[src/verilog/video_timing_pkg.sv]
package video_timing_pkg;

	////////////////////////////////////////////////////////////////////////////
	// pixel clock
	////////////////////////////////////////////////////////////////////////////

	// master clocks per pixel, 48m down to 6m
	localparam int pix_div = 8;

	////////////////////////////////////////////////////////////////////////////
	// raster positions
	////////////////////////////////////////////////////////////////////////////

	// pixel within line
	typedef logic [7:0] hpos_t;

	// line within frame
	typedef logic [7:0] vpos_t;

endpackage

[src/verilog/gfx_pkg.sv]
package gfx_pkg;

	////////////////////////////////////////////////////////////////////////////
	// host write regions
	////////////////////////////////////////////////////////////////////////////

	typedef enum logic [2:0] {
		sel_tilemap   = 3'd0,
		sel_sprite    = 3'd1,
		sel_palette   = 3'd2,
		sel_scroll    = 3'd3,
		sel_backcolor = 3'd4
	} wr_sel_t;

	// raw host write word
	typedef logic [15:0] host_data_t;

	////////////////////////////////////////////////////////////////////////////
	// colour and layer entries
	////////////////////////////////////////////////////////////////////////////

	// index 0 is transparent
	typedef logic [3:0] cidx_t;

	// built-in 8x8 tile patterns
	typedef enum logic [1:0] {
		pat_solid   = 2'd0,
		pat_empty   = 2'd1,
		pat_checker = 2'd2,
		pat_stripe  = 2'd3
	} pattern_t;

	// tilemap cell, colour in the upper bits
	typedef struct packed {
		cidx_t    color;
		pattern_t pattern;
	} tile_entry_t;

	// sprite table entry, 8x8 solid square
	typedef struct packed {
		logic       enable;
		logic [5:0] x;
		logic [4:0] y;
		cidx_t      color;
	} sprite_entry_t;

	// blue in the top nibble, red in the bottom
	typedef struct packed {
		logic [3:0] blue;
		logic [3:0] green;
		logic [3:0] red;
	} rgb_t;

	// tilemap size in 8x8 tiles, 64x32 pixels
	localparam int map_cols = 8;
	localparam int map_rows = 4;

endpackage

[src/verilog/entry_store.sv]
`timescale 1ns/1ps

module entry_store #(
	parameter type entry_t = logic [7:0],
	parameter int  depth   = 16
) (
	input  logic                     clk_48m,
	input  logic                     rst_n,
	input  logic                     we,
	input  logic [$clog2(depth)-1:0] waddr,
	input  entry_t                   wdata,
	input  logic [$clog2(depth)-1:0] raddr,
	output entry_t                   rdata
);

	entry_t mem [depth];

	// write port, whole array cleared on reset
	always_ff @(posedge clk_48m) begin
		if (rst_n) begin
			for (int i = 0; i < depth; i++) begin
				mem[i] <= '0;
			end
		end else if (we) begin
			mem[waddr] <= wdata;
		end
	end

	// async read
	assign rdata = mem[raddr];

endmodule

[src/verilog/video_timing.sv]
`timescale 1ns/1ps

module video_timing #(
	parameter int h_active = 32,
	parameter int h_total  = 48,
	parameter int v_active = 16,
	parameter int v_total  = 24
) (
	input  logic                    clk_48m,
	input  logic                    rst_n,
	output logic                    pix_ce,
	output video_timing_pkg::hpos_t hpos,
	output video_timing_pkg::vpos_t vpos,
	output logic                    active,
	output logic                    hsync_n,
	output logic                    vsync_n,
	output logic                    hblank_n,
	output logic                    vblank_n
);
	import video_timing_pkg::*;

	localparam int div_w = $clog2(pix_div);
	localparam logic [div_w-1:0] div_last = div_w'(pix_div - 1);

	// raster landmarks
	localparam hpos_t h_act    = hpos_t'(h_active);
	localparam hpos_t h_last   = hpos_t'(h_total - 1);
	localparam hpos_t h_end    = hpos_t'(h_total);
	localparam hpos_t hs_start = hpos_t'(h_active + 4);
	localparam hpos_t hs_stop  = hpos_t'(h_active + 8);
	localparam vpos_t v_act    = vpos_t'(v_active);
	localparam vpos_t v_last   = vpos_t'(v_total - 1);
	localparam vpos_t v_end    = vpos_t'(v_total);
	localparam vpos_t vs_start = vpos_t'(v_active + 2);
	localparam vpos_t vs_stop  = vpos_t'(v_active + 4);

	logic [div_w-1:0] div_cnt;

	// 48m divider, enable on last count
	always_ff @(posedge clk_48m) begin
		if (rst_n) begin
			div_cnt <= '0;
		end else if (div_cnt == div_last) begin
			div_cnt <= '0;
		end else begin
			div_cnt <= div_cnt + 1'b1;
		end
	end

	assign pix_ce = (div_cnt == div_last);

	// pixel and line counters
	always_ff @(posedge clk_48m) begin
		if (rst_n) begin
			hpos <= '0;
			vpos <= '0;
		end else if (pix_ce) begin
			if (hpos == h_last) begin
				hpos <= '0;
				// end of line, step line
				if (vpos == v_last) begin
					vpos <= '0;
				end else begin
					vpos <= vpos + 1'b1;
				end
			end else begin
				hpos <= hpos + 1'b1;
			end
		end
	end

	// blanking from counters
	assign hblank_n = (hpos < h_act);
	assign vblank_n = (vpos < v_act);
	assign active   = hblank_n && vblank_n;

	// hsync 4 px wide, 4 px into hblank
	assign hsync_n = !((hpos >= hs_start) && (hpos < hs_stop));
	// vsync 2 lines wide, 2 lines into vblank
	assign vsync_n = !((vpos >= vs_start) && (vpos < vs_stop));

	// counters stay inside the raster
	a_hpos_range: assert property (@(posedge clk_48m) disable iff (rst_n)
		hpos < h_end);
	a_vpos_range: assert property (@(posedge clk_48m) disable iff (rst_n)
		vpos < v_end);

endmodule

[src/verilog/tile_layer.sv]
`timescale 1ns/1ps

module tile_layer (
	input  logic                    clk_48m,
	input  logic                    rst_n,
	input  logic                    pix_ce,
	input  video_timing_pkg::hpos_t hpos,
	input  video_timing_pkg::vpos_t vpos,
	input  logic                    active,
	input  logic                    wr_en,
	input  gfx_pkg::wr_sel_t        wr_sel,
	input  logic [7:0]              wr_addr,
	input  gfx_pkg::host_data_t     wr_data,
	output gfx_pkg::cidx_t          tile_cidx
);
	import gfx_pkg::*;

	localparam int map_depth = map_cols * map_rows;
	localparam int map_aw    = $clog2(map_depth);
	localparam int col_w     = $clog2(map_cols);
	localparam int row_w     = $clog2(map_rows);
	// scroll wraps at map width in pixels
	localparam int sx_w      = col_w + 3;

	logic              map_we;
	logic [map_aw-1:0] map_waddr;
	logic [map_aw-1:0] map_raddr;
	tile_entry_t       map_wdata;
	tile_entry_t       map_entry;
	logic [sx_w-1:0]   scroll_x;
	logic [sx_w-1:0]   sx;
	logic [col_w-1:0]  tile_col;
	logic [row_w-1:0]  tile_row;
	logic              pix_on;

	////////////////////////////////////////////////////////////////////////////
	// host writes
	////////////////////////////////////////////////////////////////////////////

	assign map_we    = wr_en && (wr_sel == sel_tilemap);
	assign map_waddr = wr_addr[map_aw-1:0];
	assign map_wdata = tile_entry_t'(wr_data[$bits(tile_entry_t)-1:0]);

	// horizontal scroll
	always_ff @(posedge clk_48m) begin
		if (rst_n) begin
			scroll_x <= '0;
		end else if (wr_en && (wr_sel == sel_scroll)) begin
			scroll_x <= wr_data[sx_w-1:0];
		end
	end

	entry_store #(
		.entry_t (tile_entry_t),
		.depth   (map_depth)
	) u_map (
		.clk_48m (clk_48m),
		.rst_n   (rst_n),
		.we      (map_we),
		.waddr   (map_waddr),
		.wdata   (map_wdata),
		.raddr   (map_raddr),
		.rdata   (map_entry)
	);

	////////////////////////////////////////////////////////////////////////////
	// tile fetch and pattern expansion
	////////////////////////////////////////////////////////////////////////////

	// mod 64 add by truncation
	assign sx        = hpos[sx_w-1:0] + scroll_x;
	assign tile_col  = sx[sx_w-1:3];
	assign tile_row  = vpos[row_w+2:3];
	// row major map
	assign map_raddr = {tile_row, tile_col};

	always_comb begin
		case (map_entry.pattern)
			pat_solid:   pix_on = 1'b1;
			pat_empty:   pix_on = 1'b0;
			// alternate pixels, flips each row
			pat_checker: pix_on = sx[0] ^ vpos[0];
			// even rows lit
			pat_stripe:  pix_on = !vpos[0];
			default:     pix_on = 1'b0;
		endcase
	end

	// one pixel behind the raster
	always_ff @(posedge clk_48m) begin
		if (rst_n) begin
			tile_cidx <= '0;
		end else if (pix_ce) begin
			tile_cidx <= (active && pix_on) ? map_entry.color : '0;
		end
	end

endmodule

[src/verilog/sprite_layer.sv]
`timescale 1ns/1ps

module sprite_layer #(
	parameter int num_sprites = 4
) (
	input  logic                    clk_48m,
	input  logic                    rst_n,
	input  logic                    pix_ce,
	input  video_timing_pkg::hpos_t hpos,
	input  video_timing_pkg::vpos_t vpos,
	input  logic                    active,
	input  logic                    wr_en,
	input  gfx_pkg::wr_sel_t        wr_sel,
	input  logic [7:0]              wr_addr,
	input  gfx_pkg::host_data_t     wr_data,
	output gfx_pkg::cidx_t          spr_cidx
);
	import gfx_pkg::*;

	localparam int spr_aw = (num_sprites > 1) ? $clog2(num_sprites) : 1;

	typedef logic [spr_aw-1:0] spr_idx_t;

	logic                   spr_we;
	spr_idx_t               spr_waddr;
	sprite_entry_t          wr_entry;
	sprite_entry_t          rd_entry;
	// position mirror for parallel hit test
	logic [num_sprites-1:0] spr_en;
	logic [5:0]             spr_x [num_sprites];
	logic [4:0]             spr_y [num_sprites];
	logic                   hit_any;
	spr_idx_t               hit_idx;

	////////////////////////////////////////////////////////////////////////////
	// sprite table writes
	////////////////////////////////////////////////////////////////////////////

	// out of range entries dropped
	assign spr_we    = wr_en && (wr_sel == sel_sprite) && (int'(wr_addr) < num_sprites);
	assign spr_waddr = spr_idx_t'(wr_addr);
	assign wr_entry  = sprite_entry_t'(wr_data);

	// addressed table, colour read by winner
	entry_store #(
		.entry_t (sprite_entry_t),
		.depth   (num_sprites)
	) u_table (
		.clk_48m (clk_48m),
		.rst_n   (rst_n),
		.we      (spr_we),
		.waddr   (spr_waddr),
		.wdata   (wr_entry),
		.raddr   (hit_idx),
		.rdata   (rd_entry)
	);

	// mirror copy updated on the same edge
	always_ff @(posedge clk_48m) begin
		if (rst_n) begin
			spr_en <= '0;
			for (int i = 0; i < num_sprites; i++) begin
				spr_x[i] <= '0;
				spr_y[i] <= '0;
			end
		end else if (spr_we) begin
			spr_en[spr_waddr] <= wr_entry.enable;
			spr_x[spr_waddr]  <= wr_entry.x;
			spr_y[spr_waddr]  <= wr_entry.y;
		end
	end

	////////////////////////////////////////////////////////////////////////////
	// hit test
	////////////////////////////////////////////////////////////////////////////

	always_comb begin
		logic [7:0] dx;
		logic [7:0] dy;
		hit_any = 1'b0;
		hit_idx = '0;
		// scan downwards so the lowest index is assigned last
		for (int i = num_sprites - 1; i >= 0; i--) begin
			dx = hpos - {2'b00, spr_x[i]};
			dy = vpos - {3'b000, spr_y[i]};
			if (spr_en[i] && (hpos >= {2'b00, spr_x[i]}) && (dx < 8'd8) &&
					(vpos >= {3'b000, spr_y[i]}) && (dy < 8'd8)) begin
				hit_any = 1'b1;
				hit_idx = spr_idx_t'(i);
			end
		end
	end

	// one pixel behind the raster, same as tiles
	always_ff @(posedge clk_48m) begin
		if (rst_n) begin
			spr_cidx <= '0;
		end else if (pix_ce) begin
			spr_cidx <= (active && hit_any) ? rd_entry.color : '0;
		end
	end

	// host must stay inside the table
	a_spr_addr: assert property (@(posedge clk_48m) disable iff (rst_n)
		(wr_en && (wr_sel == sel_sprite)) |-> (int'(wr_addr) < num_sprites));

endmodule

[src/verilog/pixel_mixer.sv]
`timescale 1ns/1ps

module pixel_mixer #(
	parameter int sprite_on_top = 1
) (
	input  logic                clk_48m,
	input  logic                rst_n,
	input  logic                pix_ce,
	input  gfx_pkg::cidx_t      tile_cidx,
	input  gfx_pkg::cidx_t      spr_cidx,
	input  logic                active,
	input  logic                hsync_n,
	input  logic                vsync_n,
	input  logic                hblank_n,
	input  logic                vblank_n,
	input  logic                wr_en,
	input  gfx_pkg::wr_sel_t    wr_sel,
	input  logic [7:0]          wr_addr,
	input  gfx_pkg::host_data_t wr_data,
	output gfx_pkg::rgb_t       vid_rgb,
	output logic                vid_hsync_n,
	output logic                vid_vsync_n,
	output logic                vid_hblank_n,
	output logic                vid_vblank_n
);
	import gfx_pkg::*;

	logic  pal_we;
	rgb_t  pal_wdata;
	rgb_t  pal_rgb;
	cidx_t back_cidx;
	cidx_t top_cidx;
	cidx_t low_cidx;
	cidx_t mix_cidx;
	// stage 1 copies of raster levels
	logic  active_d1;
	logic  hsync_d1;
	logic  vsync_d1;
	logic  hblank_d1;
	logic  vblank_d1;

	////////////////////////////////////////////////////////////////////////////
	// palette and background colour
	////////////////////////////////////////////////////////////////////////////

	assign pal_we    = wr_en && (wr_sel == sel_palette);
	assign pal_wdata = rgb_t'(wr_data[$bits(rgb_t)-1:0]);

	always_ff @(posedge clk_48m) begin
		if (rst_n) begin
			back_cidx <= '0;
		end else if (wr_en && (wr_sel == sel_backcolor)) begin
			back_cidx <= wr_data[$bits(cidx_t)-1:0];
		end
	end

	entry_store #(
		.entry_t (rgb_t),
		.depth   (16)
	) u_palette (
		.clk_48m (clk_48m),
		.rst_n   (rst_n),
		.we      (pal_we),
		.waddr   (wr_addr[3:0]),
		.wdata   (pal_wdata),
		.raddr   (mix_cidx),
		.rdata   (pal_rgb)
	);

	////////////////////////////////////////////////////////////////////////////
	// priority merge
	////////////////////////////////////////////////////////////////////////////

	assign top_cidx = (sprite_on_top != 0) ? spr_cidx : tile_cidx;
	assign low_cidx = (sprite_on_top != 0) ? tile_cidx : spr_cidx;

	// first opaque layer, else background
	always_comb begin
		if (top_cidx != '0) begin
			mix_cidx = top_cidx;
		end else if (low_cidx != '0) begin
			mix_cidx = low_cidx;
		end else begin
			mix_cidx = back_cidx;
		end
	end

	// raster levels, first pixel of delay
	always_ff @(posedge clk_48m) begin
		if (rst_n) begin
			active_d1 <= 1'b0;
			hsync_d1  <= 1'b1;
			vsync_d1  <= 1'b1;
			hblank_d1 <= 1'b1;
			vblank_d1 <= 1'b1;
		end else if (pix_ce) begin
			active_d1 <= active;
			hsync_d1  <= hsync_n;
			vsync_d1  <= vsync_n;
			hblank_d1 <= hblank_n;
			vblank_d1 <= vblank_n;
		end
	end

	// output stage, lines up with layer indices
	always_ff @(posedge clk_48m) begin
		if (rst_n) begin
			vid_rgb      <= '0;
			vid_hsync_n  <= 1'b1;
			vid_vsync_n  <= 1'b1;
			vid_hblank_n <= 1'b1;
			vid_vblank_n <= 1'b1;
		end else if (pix_ce) begin
			// black while blanked
			vid_rgb      <= active_d1 ? pal_rgb : '0;
			vid_hsync_n  <= hsync_d1;
			vid_vsync_n  <= vsync_d1;
			vid_hblank_n <= hblank_d1;
			vid_vblank_n <= vblank_d1;
		end
	end

	// colour gate and blank outputs come from different timing paths
	a_blank_black: assert property (@(posedge clk_48m) disable iff (rst_n)
		(!vid_hblank_n || !vid_vblank_n) |-> (vid_rgb == '0));

endmodule

[src/verilog/video_top.sv]
`timescale 1ns/1ps

module video_top #(
	parameter int h_active      = 32,
	parameter int h_total       = 48,
	parameter int v_active      = 16,
	parameter int v_total       = 24,
	parameter int num_sprites   = 4,
	parameter int sprite_on_top = 1
) (
	input  logic                clk_48m,
	input  logic                rst_n,
	input  logic                wr_en,
	input  gfx_pkg::wr_sel_t    wr_sel,
	input  logic [7:0]          wr_addr,
	input  gfx_pkg::host_data_t wr_data,
	output logic                vid_ce,
	output gfx_pkg::rgb_t       vid_rgb,
	output logic                vid_hsync_n,
	output logic                vid_vsync_n,
	output logic                vid_hblank_n,
	output logic                vid_vblank_n
);
	import video_timing_pkg::*;
	import gfx_pkg::*;

	// raster from timing generator
	logic  pix_ce;
	hpos_t hpos;
	vpos_t vpos;
	logic  active;
	logic  hsync_n;
	logic  vsync_n;
	logic  hblank_n;
	logic  vblank_n;
	// layer colour indices, one pixel late
	cidx_t tile_cidx;
	cidx_t spr_cidx;

	video_timing #(
		.h_active (h_active),
		.h_total  (h_total),
		.v_active (v_active),
		.v_total  (v_total)
	) u_timing (
		.clk_48m  (clk_48m),
		.rst_n    (rst_n),
		.pix_ce   (pix_ce),
		.hpos     (hpos),
		.vpos     (vpos),
		.active   (active),
		.hsync_n  (hsync_n),
		.vsync_n  (vsync_n),
		.hblank_n (hblank_n),
		.vblank_n (vblank_n)
	);

	tile_layer u_tile (
		.clk_48m   (clk_48m),
		.rst_n     (rst_n),
		.pix_ce    (pix_ce),
		.hpos      (hpos),
		.vpos      (vpos),
		.active    (active),
		.wr_en     (wr_en),
		.wr_sel    (wr_sel),
		.wr_addr   (wr_addr),
		.wr_data   (wr_data),
		.tile_cidx (tile_cidx)
	);

	sprite_layer #(
		.num_sprites (num_sprites)
	) u_sprite (
		.clk_48m  (clk_48m),
		.rst_n    (rst_n),
		.pix_ce   (pix_ce),
		.hpos     (hpos),
		.vpos     (vpos),
		.active   (active),
		.wr_en    (wr_en),
		.wr_sel   (wr_sel),
		.wr_addr  (wr_addr),
		.wr_data  (wr_data),
		.spr_cidx (spr_cidx)
	);

	pixel_mixer #(
		.sprite_on_top (sprite_on_top)
	) u_mixer (
		.clk_48m      (clk_48m),
		.rst_n        (rst_n),
		.pix_ce       (pix_ce),
		.tile_cidx    (tile_cidx),
		.spr_cidx     (spr_cidx),
		.active       (active),
		.hsync_n      (hsync_n),
		.vsync_n      (vsync_n),
		.hblank_n     (hblank_n),
		.vblank_n     (vblank_n),
		.wr_en        (wr_en),
		.wr_sel       (wr_sel),
		.wr_addr      (wr_addr),
		.wr_data      (wr_data),
		.vid_rgb      (vid_rgb),
		.vid_hsync_n  (vid_hsync_n),
		.vid_vsync_n  (vid_vsync_n),
		.vid_hblank_n (vid_hblank_n),
		.vid_vblank_n (vid_vblank_n)
	);

	// pixel strobe for capture
	assign vid_ce = pix_ce;

endmodule

[config.mk]
export PLATFORM = sky130hd
export DESIGN_NAME = video_top
export DESIGN_NICKNAME = d
export VERILOG_FILES = /design/src/verilog/video_timing_pkg.sv /design/src/verilog/gfx_pkg.sv /design/src/verilog/entry_store.sv /design/src/verilog/video_timing.sv /design/src/verilog/tile_layer.sv /design/src/verilog/sprite_layer.sv /design/src/verilog/pixel_mixer.sv /design/src/verilog/video_top.sv
export SDC_FILE = /design/constraint.sdc
export NUM_CORES = 1
export LEC_CHECK = 0
export ABC_CLOCK_PERIOD_IN_PS = 5100
export BUFFER_PORTS_ARGS = -buffer_cell sky130_fd_sc_hd__buf_2
export CORE_MARGIN = 10
export CORE_UTILIZATION = 61
export DETAILED_ROUTE_END_ITERATION = 10
export GPL_TIMING_DRIVEN = 0
export MAX_ROUTING_LAYER = met4
export PLACE_DENSITY_LB_ADDON = 0.05
export RECOVER_POWER = 25
export SLEW_MARGIN = 20
export SYNTH_ARGS = -nofsm -noshare
export SYNTH_HDL_FRONTEND = slang
export SYNTH_SLANG_ARGS = --single-unit
[constraint.sdc]
create_clock -name clk_48m -period 5.1 [get_ports clk_48m]
set_input_delay 1.53 -clock clk_48m [delete_from_list [all_inputs] [get_ports clk_48m]]
set_output_delay 1.53 -clock clk_48m [all_outputs]
set_load 0.005 [all_outputs]
==> flow_metrics.py, run 1 <==
metrics = {
    "route": {
        "drc_errors": 0,
        "top_layer_used": "met4",
        "via_per_inst": 6.11,
        "first_pass_iters": 5,
        "wl_per_cell_um": 24.0,
        "wl_met2_mm": 26.5,
        "wl_met3_mm": 3.98,
        "ant_nets": 0,
        "routed-via-count": 14159,
        "drtIter0Drc": 1434,
        "wl_met1_mm": 23.3,
        "routed_wl_mm": 55.6,
    },
    "setup_path": {
        "crit_path_start": "u_timing.hpos[3]$_SDFFE_PP0P_",
        "crit_chain": "ha_1 > clkbuf_1 > o21a_1 > a21oi_2 > xnor2_2 > buf_4 > buf_1 > mux4_2 > mux4_2 > a32o_1",
        "cp_common_cell": "mux4_2",
        "slowest_stage": "dfxtp_1",
        "worstRegToRegCells": 10,
        "slowest_delay_ns": 0.67,
        "critPathTopFamily": "buffers and inverters",
        "critPathCaptureType": "flip-flop",
        "cp_num_buf_inv": 3,
        "rr_startpoint": "u_timing.hpos[3]$_SDFFE_PP0P_",
        "crit_arrival_ns": 5.01,
        "criticalPathCategory": "flip-flop to flip-flop",
        "crit_path_max_fanout": 10,
        "startpoint_type": "flip-flop",
        "worstPathRequired_ns": 5.55,
        "cp_num_cells": 10,
    },
    "global_routing": {
        "grt_max_degree": 16,
        "antenna_found_initial": 0,
        "grt_pass1_wl_mm": 84.8,
        "grt_pass1_vias": 14484,
        "grt_overflow": 0,
        "grt_usage_pct": 25.9,
    },
    "logic_synthesis": {
        "synth_edf_count": 380,
        "yosys_warnings": 0,
        "yosysSeqAreaShare_pct": 58.4,
        "synth_fp_nets": 1816,
        "yosysUniqueCellTypes": 65,
        "synth_cells": 1732,
        "ys_ff_latch": 442,
        "synthArstFlopShare_pct": 0,
        "synth_area_um2": 21700,
        "synthFlopType": "edfxtp_1",
        "syn_avg_cell_area_um2": 12.5,
    },
    "hold_path": {
        "hp-class": "flip-flop to flip-flop",
        "hold_start": "u_timing.div_cnt[0]$_SDFF_PP0_",
        "min_path_cells": 1,
    },
    "timing": {
        "finalSetupTns_ns": 0,
        "final_max_slew_viol_count": 0,
        "rsz0062_at_grt": "false",
        "skew_ns": 0.0152,
        "max_freq_mhz": 219,
        "slew_headroom_pct": 29.9,
        "final_hold_viol_count": 0,
        "min_period_ns": 4.56,
        "fin_crit_sh_pct": 89.4,
        "worst_pin_slew_ns": 1.05,
        "setup_viol": 0,
    },
    "cts": {
        "clock-sinks": 442,
        "insertion_delay_ns": 0.56,
        "cts-resized-gates": 0,
        "cts_buffers": 45,
        "path_clk_slew_ns": 0.06,
        "cts_buffer_depth": 3,
        "ctsRootBufferMaster": "clkbuf_16",
        "postCtsSetupRepairBufs": 0,
        "tritoncts": "yes",
        "htreeDepth": 2,
        "cts_hold_buf": 0,
    },
    "finish": {
        "fin_nets": 1909,
        "area_growth_pct": 10.4,
        "fillers": 2539,
        "regArea_um2": 12700,
        "fin_area_um2": 23900,
        "multi_input_area_um2": 8320,
        "drive_gt1_share_pct": 13.2,
    },
    "pwr": {
        "peakVddDrop_v": 0.000309,
        "power.density_nw_per_um2": 329,
        "p_leak_nw": 8.70,
    },
    "place": {
        "io_buffers": 46,
        "dp_hpwl_mm": 39.3,
        "gp_routability_congestion": 0.888,
        "placed_area_um2": 22500,
    },
    "outcome": {
        "outcome": "finished, final reports clean",
    },
    "die": {
        "die_area_um2": 43500,
        "core.rowCount": 68,
        "die_h_um": 208,
        "core_um2": 34800,
        "pin_count": 47,
        "start_util_pct": 62.3,
        "die_w_um": 208,
    },
    "job": {
        "cap_violations": 0,
    },
}
## Yosys cell counts, drive strengths merged (11+ instances only)
| cell | number | area (um^2) |
|---|---|---|
| or2 | 54 | 338 |
| a21oi | 21 | 109 |
| xor2 | 11 | 96.3 |
| mux4 | 74 | 1670 |
| dfxtp | 62 | 1240 |
| inv | 61 | 229 |
| edfxtp | 380 | 11400 |
| a22oi | 11 | 82.6 |
| nand2b | 21 | 131 |
| buf | 20 | 101 |
| and2 | 333 | 2090 |
| ha | 54 | 676 |
| nor2b | 24 | 150 |
| nor2 | 121 | 454 |
| mux2i | 37 | 370 |
| nand3b | 12 | 90.1 |
| o21ai | 33 | 165 |
| clkbuf | 99 | 372 |
| a32o | 18 | 180 |
| a311oi | 12 | 111 |
| nor3 | 16 | 80.1 |
| nand3 | 19 | 95.1 |
| nor4b | 13 | 114 |
| nand2 | 111 | 417 |
| and3 | 22 | 138 |
## flip-flops by register name, summed over array words and instances, names as in the netlist
register and cells:
u_mixer.active_d1 1, u_mixer.u_palette.mem 192, u_timing.vpos 8, u_mixer.vblank_d1 1, u_sprite.u_table.mem 24, u_mixer.vsync_d1 1, u_mixer.vid_vblank_n 1, u_tile.u_map.mem 128
u_mixer.vid_hblank_n 1, u_tile.tile_cidx 4, u_tile.scroll_x 6, u_mixer.hblank_d1 1, u_mixer.hsync_d1 1, u_sprite.spr_x 20, u_mixer.vid_hsync_n 1, u_sprite.spr_y 16
u_mixer.vid_vsync_n 1, u_mixer.back_cidx 4, u_sprite.spr_cidx 4, u_sprite.spr_en 4, u_mixer.vid_rgb 12, u_timing.div_cnt 3, u_timing.hpos 8
## final cells by class
type	count	area share, %
sequential	442	52.9
multi-input combinational	1110	34.8
clock buffer	60	5.42
tap	455	2.38
buffer	119	1.98
inverter	61	0.957
timing repair buffer	46	0.868
clock inverter	23	0.706
antenna	1	0.0105
## cell families (layout without fill, tap and decap cells)
family | Yosys count | after routing | share of synthesized area, %
AND/OR/NAND/NOR | 773 | 773 | 19.8
flip-flops | 442 | 442 | 58.4
buffers and inverters | 180 | 309 | 3.24
AO/OA/AOI/OAI | 152 | 152 | 5.20
multiplexers | 114 | 114 | 9.56
adder cells (fa/ha/maj) | 54 | 54 | 3.12
XOR/XNOR | 17 | 17 | 0.722
other | 0 | 1 | 0
## where the power goes
group	switching, mW	internal, mW
registers	0.0493	4.07
clock network	1.40	1.89
logic	0.294	0.154
## routing by layer
metal  track usage (%)  vias up
met2              40.7      531
met4              8.29        0
met3              3.82      116
li1                  -     6415
met5                 -        -
met1              34.3     7097
## worst reg2reg max path: stages (launching register included)
cell and delay, ns:
dfxtp_1 0.67, ha_1 0.22, clkbuf_1 0.34, o21a_1 0.28
a21oi_2 0.10, xnor2_2 0.66, buf_4 0.36, buf_1 0.55
mux4_2 0.44, mux4_2 0.55, a32o_1 0.28
## cells in the final DEF, fill, tap and decap left out, drive strengths merged, types with 4 or more instances in the layout
cell | netlist | final
o2111ai | 4 | 4
nor3 | 16 | 16
or2 | 54 | 54
nand4 | 6 | 6
nor2b | 24 | 24
nand2 | 111 | 111
a21boi | 5 | 5
a21oi | 21 | 21
o221ai | 5 | 5
dfxtp | 62 | 62
edfxtp | 380 | 380
a22oi | 11 | 11
a211o | 8 | 8
nand2b | 21 | 21
clkbuf | 99 | 182
and3b | 4 | 4
and2 | 333 | 333
nand3 | 19 | 19
o21ai | 33 | 33
a21o | 6 | 6
xor2 | 11 | 11
nand3b | 12 | 12
or3 | 5 | 5
xnor2 | 6 | 6
nor4b | 13 | 13
ha | 54 | 54
inv | 61 | 62
a211oi | 9 | 9
nor2 | 121 | 121
and3 | 22 | 22
clkinv | 0 | 17
a311oi | 12 | 12
nor4 | 5 | 5
mux2i | 37 | 37
buf | 20 | 43
mux4 | 74 | 74
a32o | 18 | 18
## stage by stage
stage / instances / util (%) / worst slack [ns] / total power, mW / hold WS [ns]
final: 2317 / 68.7 / 0.539 / 7.86 / 0.435
after global routing: 2316 / 68.7 / 0.367 / 8.06 / 0.436
after CTS: 2316 / 68.8 / 0.564 / 7.87 / 0.431
after detailed placement: 2233 / 64.6 / 0.574 / 4.64 / 0.424
after global placement: 2233 / 64.6 / 0.687 / 4.62 / 0.417
after floorplan: 1732 / - / 1.73 / 4.45 / 0.404
## path summary, 6_finish.rpt
path                                                          to  slack, ns
worst max-delay path            u_tile.tile_cidx[1]$_SDFFE_PP0P_       0.54
worst min-delay path              u_timing.div_cnt[0]$_SDFF_PP0_       0.43
worst max register to register  u_tile.tile_cidx[1]$_SDFFE_PP0P_       0.54
worst min register to register    u_timing.div_cnt[0]$_SDFF_PP0_       0.43
Power figures use the tool's default switching activity.
==> inputs of run 2 (changes only) <==
--- a/config.mk
+++ b/config.mk
@@ -8,3 +8,3 @@
 export ABC_CLOCK_PERIOD_IN_PS = 5100
-export BUFFER_PORTS_ARGS = -buffer_cell sky130_fd_sc_hd__buf_2
+export BUFFER_PORTS_ARGS = -buffer_cell sky130_fd_sc_hd__buf_4
 export CORE_MARGIN = 10
==> constraint.sdc (replaced) <==
create_clock -name clk_48m -period 5.1 [get_ports clk_48m]
set_input_delay 0.255 -clock clk_48m [delete_from_list [all_inputs] [get_ports clk_48m]]
set_output_delay 0.255 -clock clk_48m [all_outputs]
set_load 0.005 [all_outputs]
==> run 2 against run 1 <==
  * Total power hardly changed
  * Worst setup slack better by 0.032 ns
  * Design area up 0.42%
  * Fmax rose by 0.71%
  * Sequential cell count did not move
  * First-iteration DRC count shrank 1.5%
  * Final cell count is essentially flat
  * Critical path type unchanged
  * Largest power group unchanged
==> flow_metrics.py, run 2 (same netlist as run 1, synthesis figures left out) <==
metrics = {
    "outcome": {
        "outcome": "finished, final reports clean",
    },
    "setup_path": {
        "crit_chain": "ha_1 > clkbuf_1 > o21a_1 > a21oi_2 > xnor2_2 > buf_4 > buf_1 > mux4_2 > mux4_2 > a32o_1",
        "crit_path_start": "u_timing.hpos[3]$_SDFFE_PP0P_",
        "startpoint_type": "flip-flop",
        "critPathTopFamily": "buffers and inverters",
        "rr_startpoint": "u_timing.hpos[3]$_SDFFE_PP0P_",
        "crit_path_max_fanout": 10,
        "slowest_delay_ns": 0.68,
        "worstPathRequired_ns": 5.52,
        "cp_common_cell": "mux4_2",
        "crit_arrival_ns": 4.95,
        "slowest_stage": "dfxtp_1",
        "critPathCaptureType": "flip-flop",
        "criticalPathCategory": "flip-flop to flip-flop",
        "cp_num_buf_inv": 3,
    },
    "timing": {
        "worst_pin_slew_ns": 1.21,
        "min_period_ns": 4.53,
        "setup_viol": 0,
        "fin_crit_sh_pct": 88.8,
        "final_max_slew_viol_count": 0,
        "final_hold_viol_count": 0,
        "fin_ws_ns": 0.571,
        "finalSetupTns_ns": 0,
        "max_freq_mhz": 221,
        "slew_headroom_pct": 17.1,
        "skew_ns": 0.0157,
        "rsz0062_at_grt": "false",
    },
    "die": {
        "die_w_um": 208,
        "core_um2": 34800,
        "die_h_um": 208,
        "start_util_pct": 62.3,
        "die_area_um2": 43500,
        "core.rowCount": 68,
        "pin_count": 47,
    },
    "cts": {
        "postCtsSetupRepairBufs": 0,
        "cts_buffers": 46,
        "tritoncts": "yes",
        "ctsRootBufferMaster": "clkbuf_16",
        "cts_hold_buf": 1,
        "cts-resized-gates": 0,
        "clock-sinks": 442,
        "htreeDepth": 2,
        "path_clk_slew_ns": 0.06,
        "cts_buffer_depth": 3,
        "insertion_delay_ns": 0.54,
    },
    "hold_path": {
        "hp-class": "primary input to flip-flop",
        "hold_start": "wr_data[10]",
    },
    "finish": {
        "post-route-util_pct": 69.0,
        "top_register": "u_mixer.u_palette.mem",
        "area_growth_pct": 10.8,
        "fin_nets": 1911,
        "drive_gt1_share_pct": 13.4,
        "largest_register_ffs": 192,
        "final_cell_mix": "380 x edfxtp_1, 235 x and2_1, 122 x clkbuf_1, 121 x nor2_1, 111 x nand2_1",
        "fin_area_um2": 24000,
        "layout_commonest_cell": "edfxtp_1",
        "top_regs": "u_mixer.u_palette.mem: 192 flops, u_tile.u_map.mem: 128 flops, u_sprite.u_table.mem: 24 flops",
    },
    "global_routing": {
        "grt_pass1_wl_mm": 83.9,
        "grt_pass1_vias": 14358,
        "grt_overflow": 0,
        "grt_usage_pct": 25.6,
        "grt_max_degree": 16,
        "antenna_found_initial": 0,
    },
    "pwr": {
        "sw_frac_of_total_pct": 21.9,
        "peakVddDrop_v": 0.000255,
        "pwr-share-seq_pct": 52.5,
        "cell_internal_pwr_mw": 6.13,
        "p_leak_nw": 8.73,
        "switchingPower_mw": 1.72,
        "comb_power_share_pct": 5.7,
        "power.density_nw_per_um2": 327,
        "p_clk_share_pct": 41.8,
        "power.total_mw": 7.86,
    },
    "job": {
        "cap_violations": 0,
    },
    "route": {
        "via_per_inst": 6.05,
        "ant_nets": 0,
        "drtIter0Drc": 1413,
        "routed-via-count": 14030,
        "wl_per_cell_um": 23.5,
        "routed_wl_mm": 54.6,
        "drc_errors": 0,
        "first_pass_iters": 5,
    },
    "place": {
        "gp_routability_congestion": 0.877,
        "dp_hpwl_mm": 38.9,
        "placed_area_um2": 22600,
        "place_ws_ns": 0.630,
        "io_buffers": 46,
    },
}
## run 2: cell count changes in the layout (fill, tap and decap cells not counted), moves of 7 or more
cell / previous run / this run
buf_2: 34 / 6
and2_1: 251 / 235
buf_4: 1 / 27
clkbuf_4: 0 / 11
clkbuf_1: 129 / 122
and2_0: 81 / 97
## run 2: cell type report
type	count	area, um^2
Antenna cell	2	5.00
Clock buffer	62	1270
Inverter	61	229
Fill cell	2512	10800
Clock inverter	21	181
Timing Repair Buffer	47	322
Buffer	119	473
Tap cell	455	569
Multi-Input combinational cell	1110	8320
Sequential cell	442	12700
## run 2: worst paths after layout
kind,slack [ns],depth (start not counted),to
hold reg to reg,0.43,1,u_timing.div_cnt[0]$_SDFF_PP0_
setup / recovery,0.57,10,u_tile.tile_cidx[0]$_SDFFE_PP0P_
setup reg to reg,0.57,10,u_tile.tile_cidx[0]$_SDFFE_PP0P_
hold / removal,0.07,2,u_mixer.u_palette.mem[10][10]$_SDFFCE_PN0P_
## run 2: routing by layer
layer	track usage, %	vias up	part of all wire (%)
met5	-	-	0
met4	7.10	0	2.7
met3	3.65	96	7.7
met2	40.7	551	48
met1	33.9	6982	42
li1	-	6401	-
## run 2: metrics by stage
stage	hold slack [ns]	std cells
3_3_place_gp	0.418	2233
6_report	0.0669	2319
3_5_place_dp	0.418	2233
5_1_grt	0.0786	2317
4_1_cts	0.0620	2317
2_1_floorplan	0.391	1732
## run 2: power by group through the flow
stage	Clock (mW)	Combinational (mW)	Sequential, mW
6_report	3.28	0.450	4.12
5_1_grt	3.45	0.484	4.14
4_1_cts	3.29	0.449	4.12
3_5_place_dp	0	0.446	4.20
3_3_place_gp	0	0.437	4.19
2_1_floorplan	0	0.278	4.17
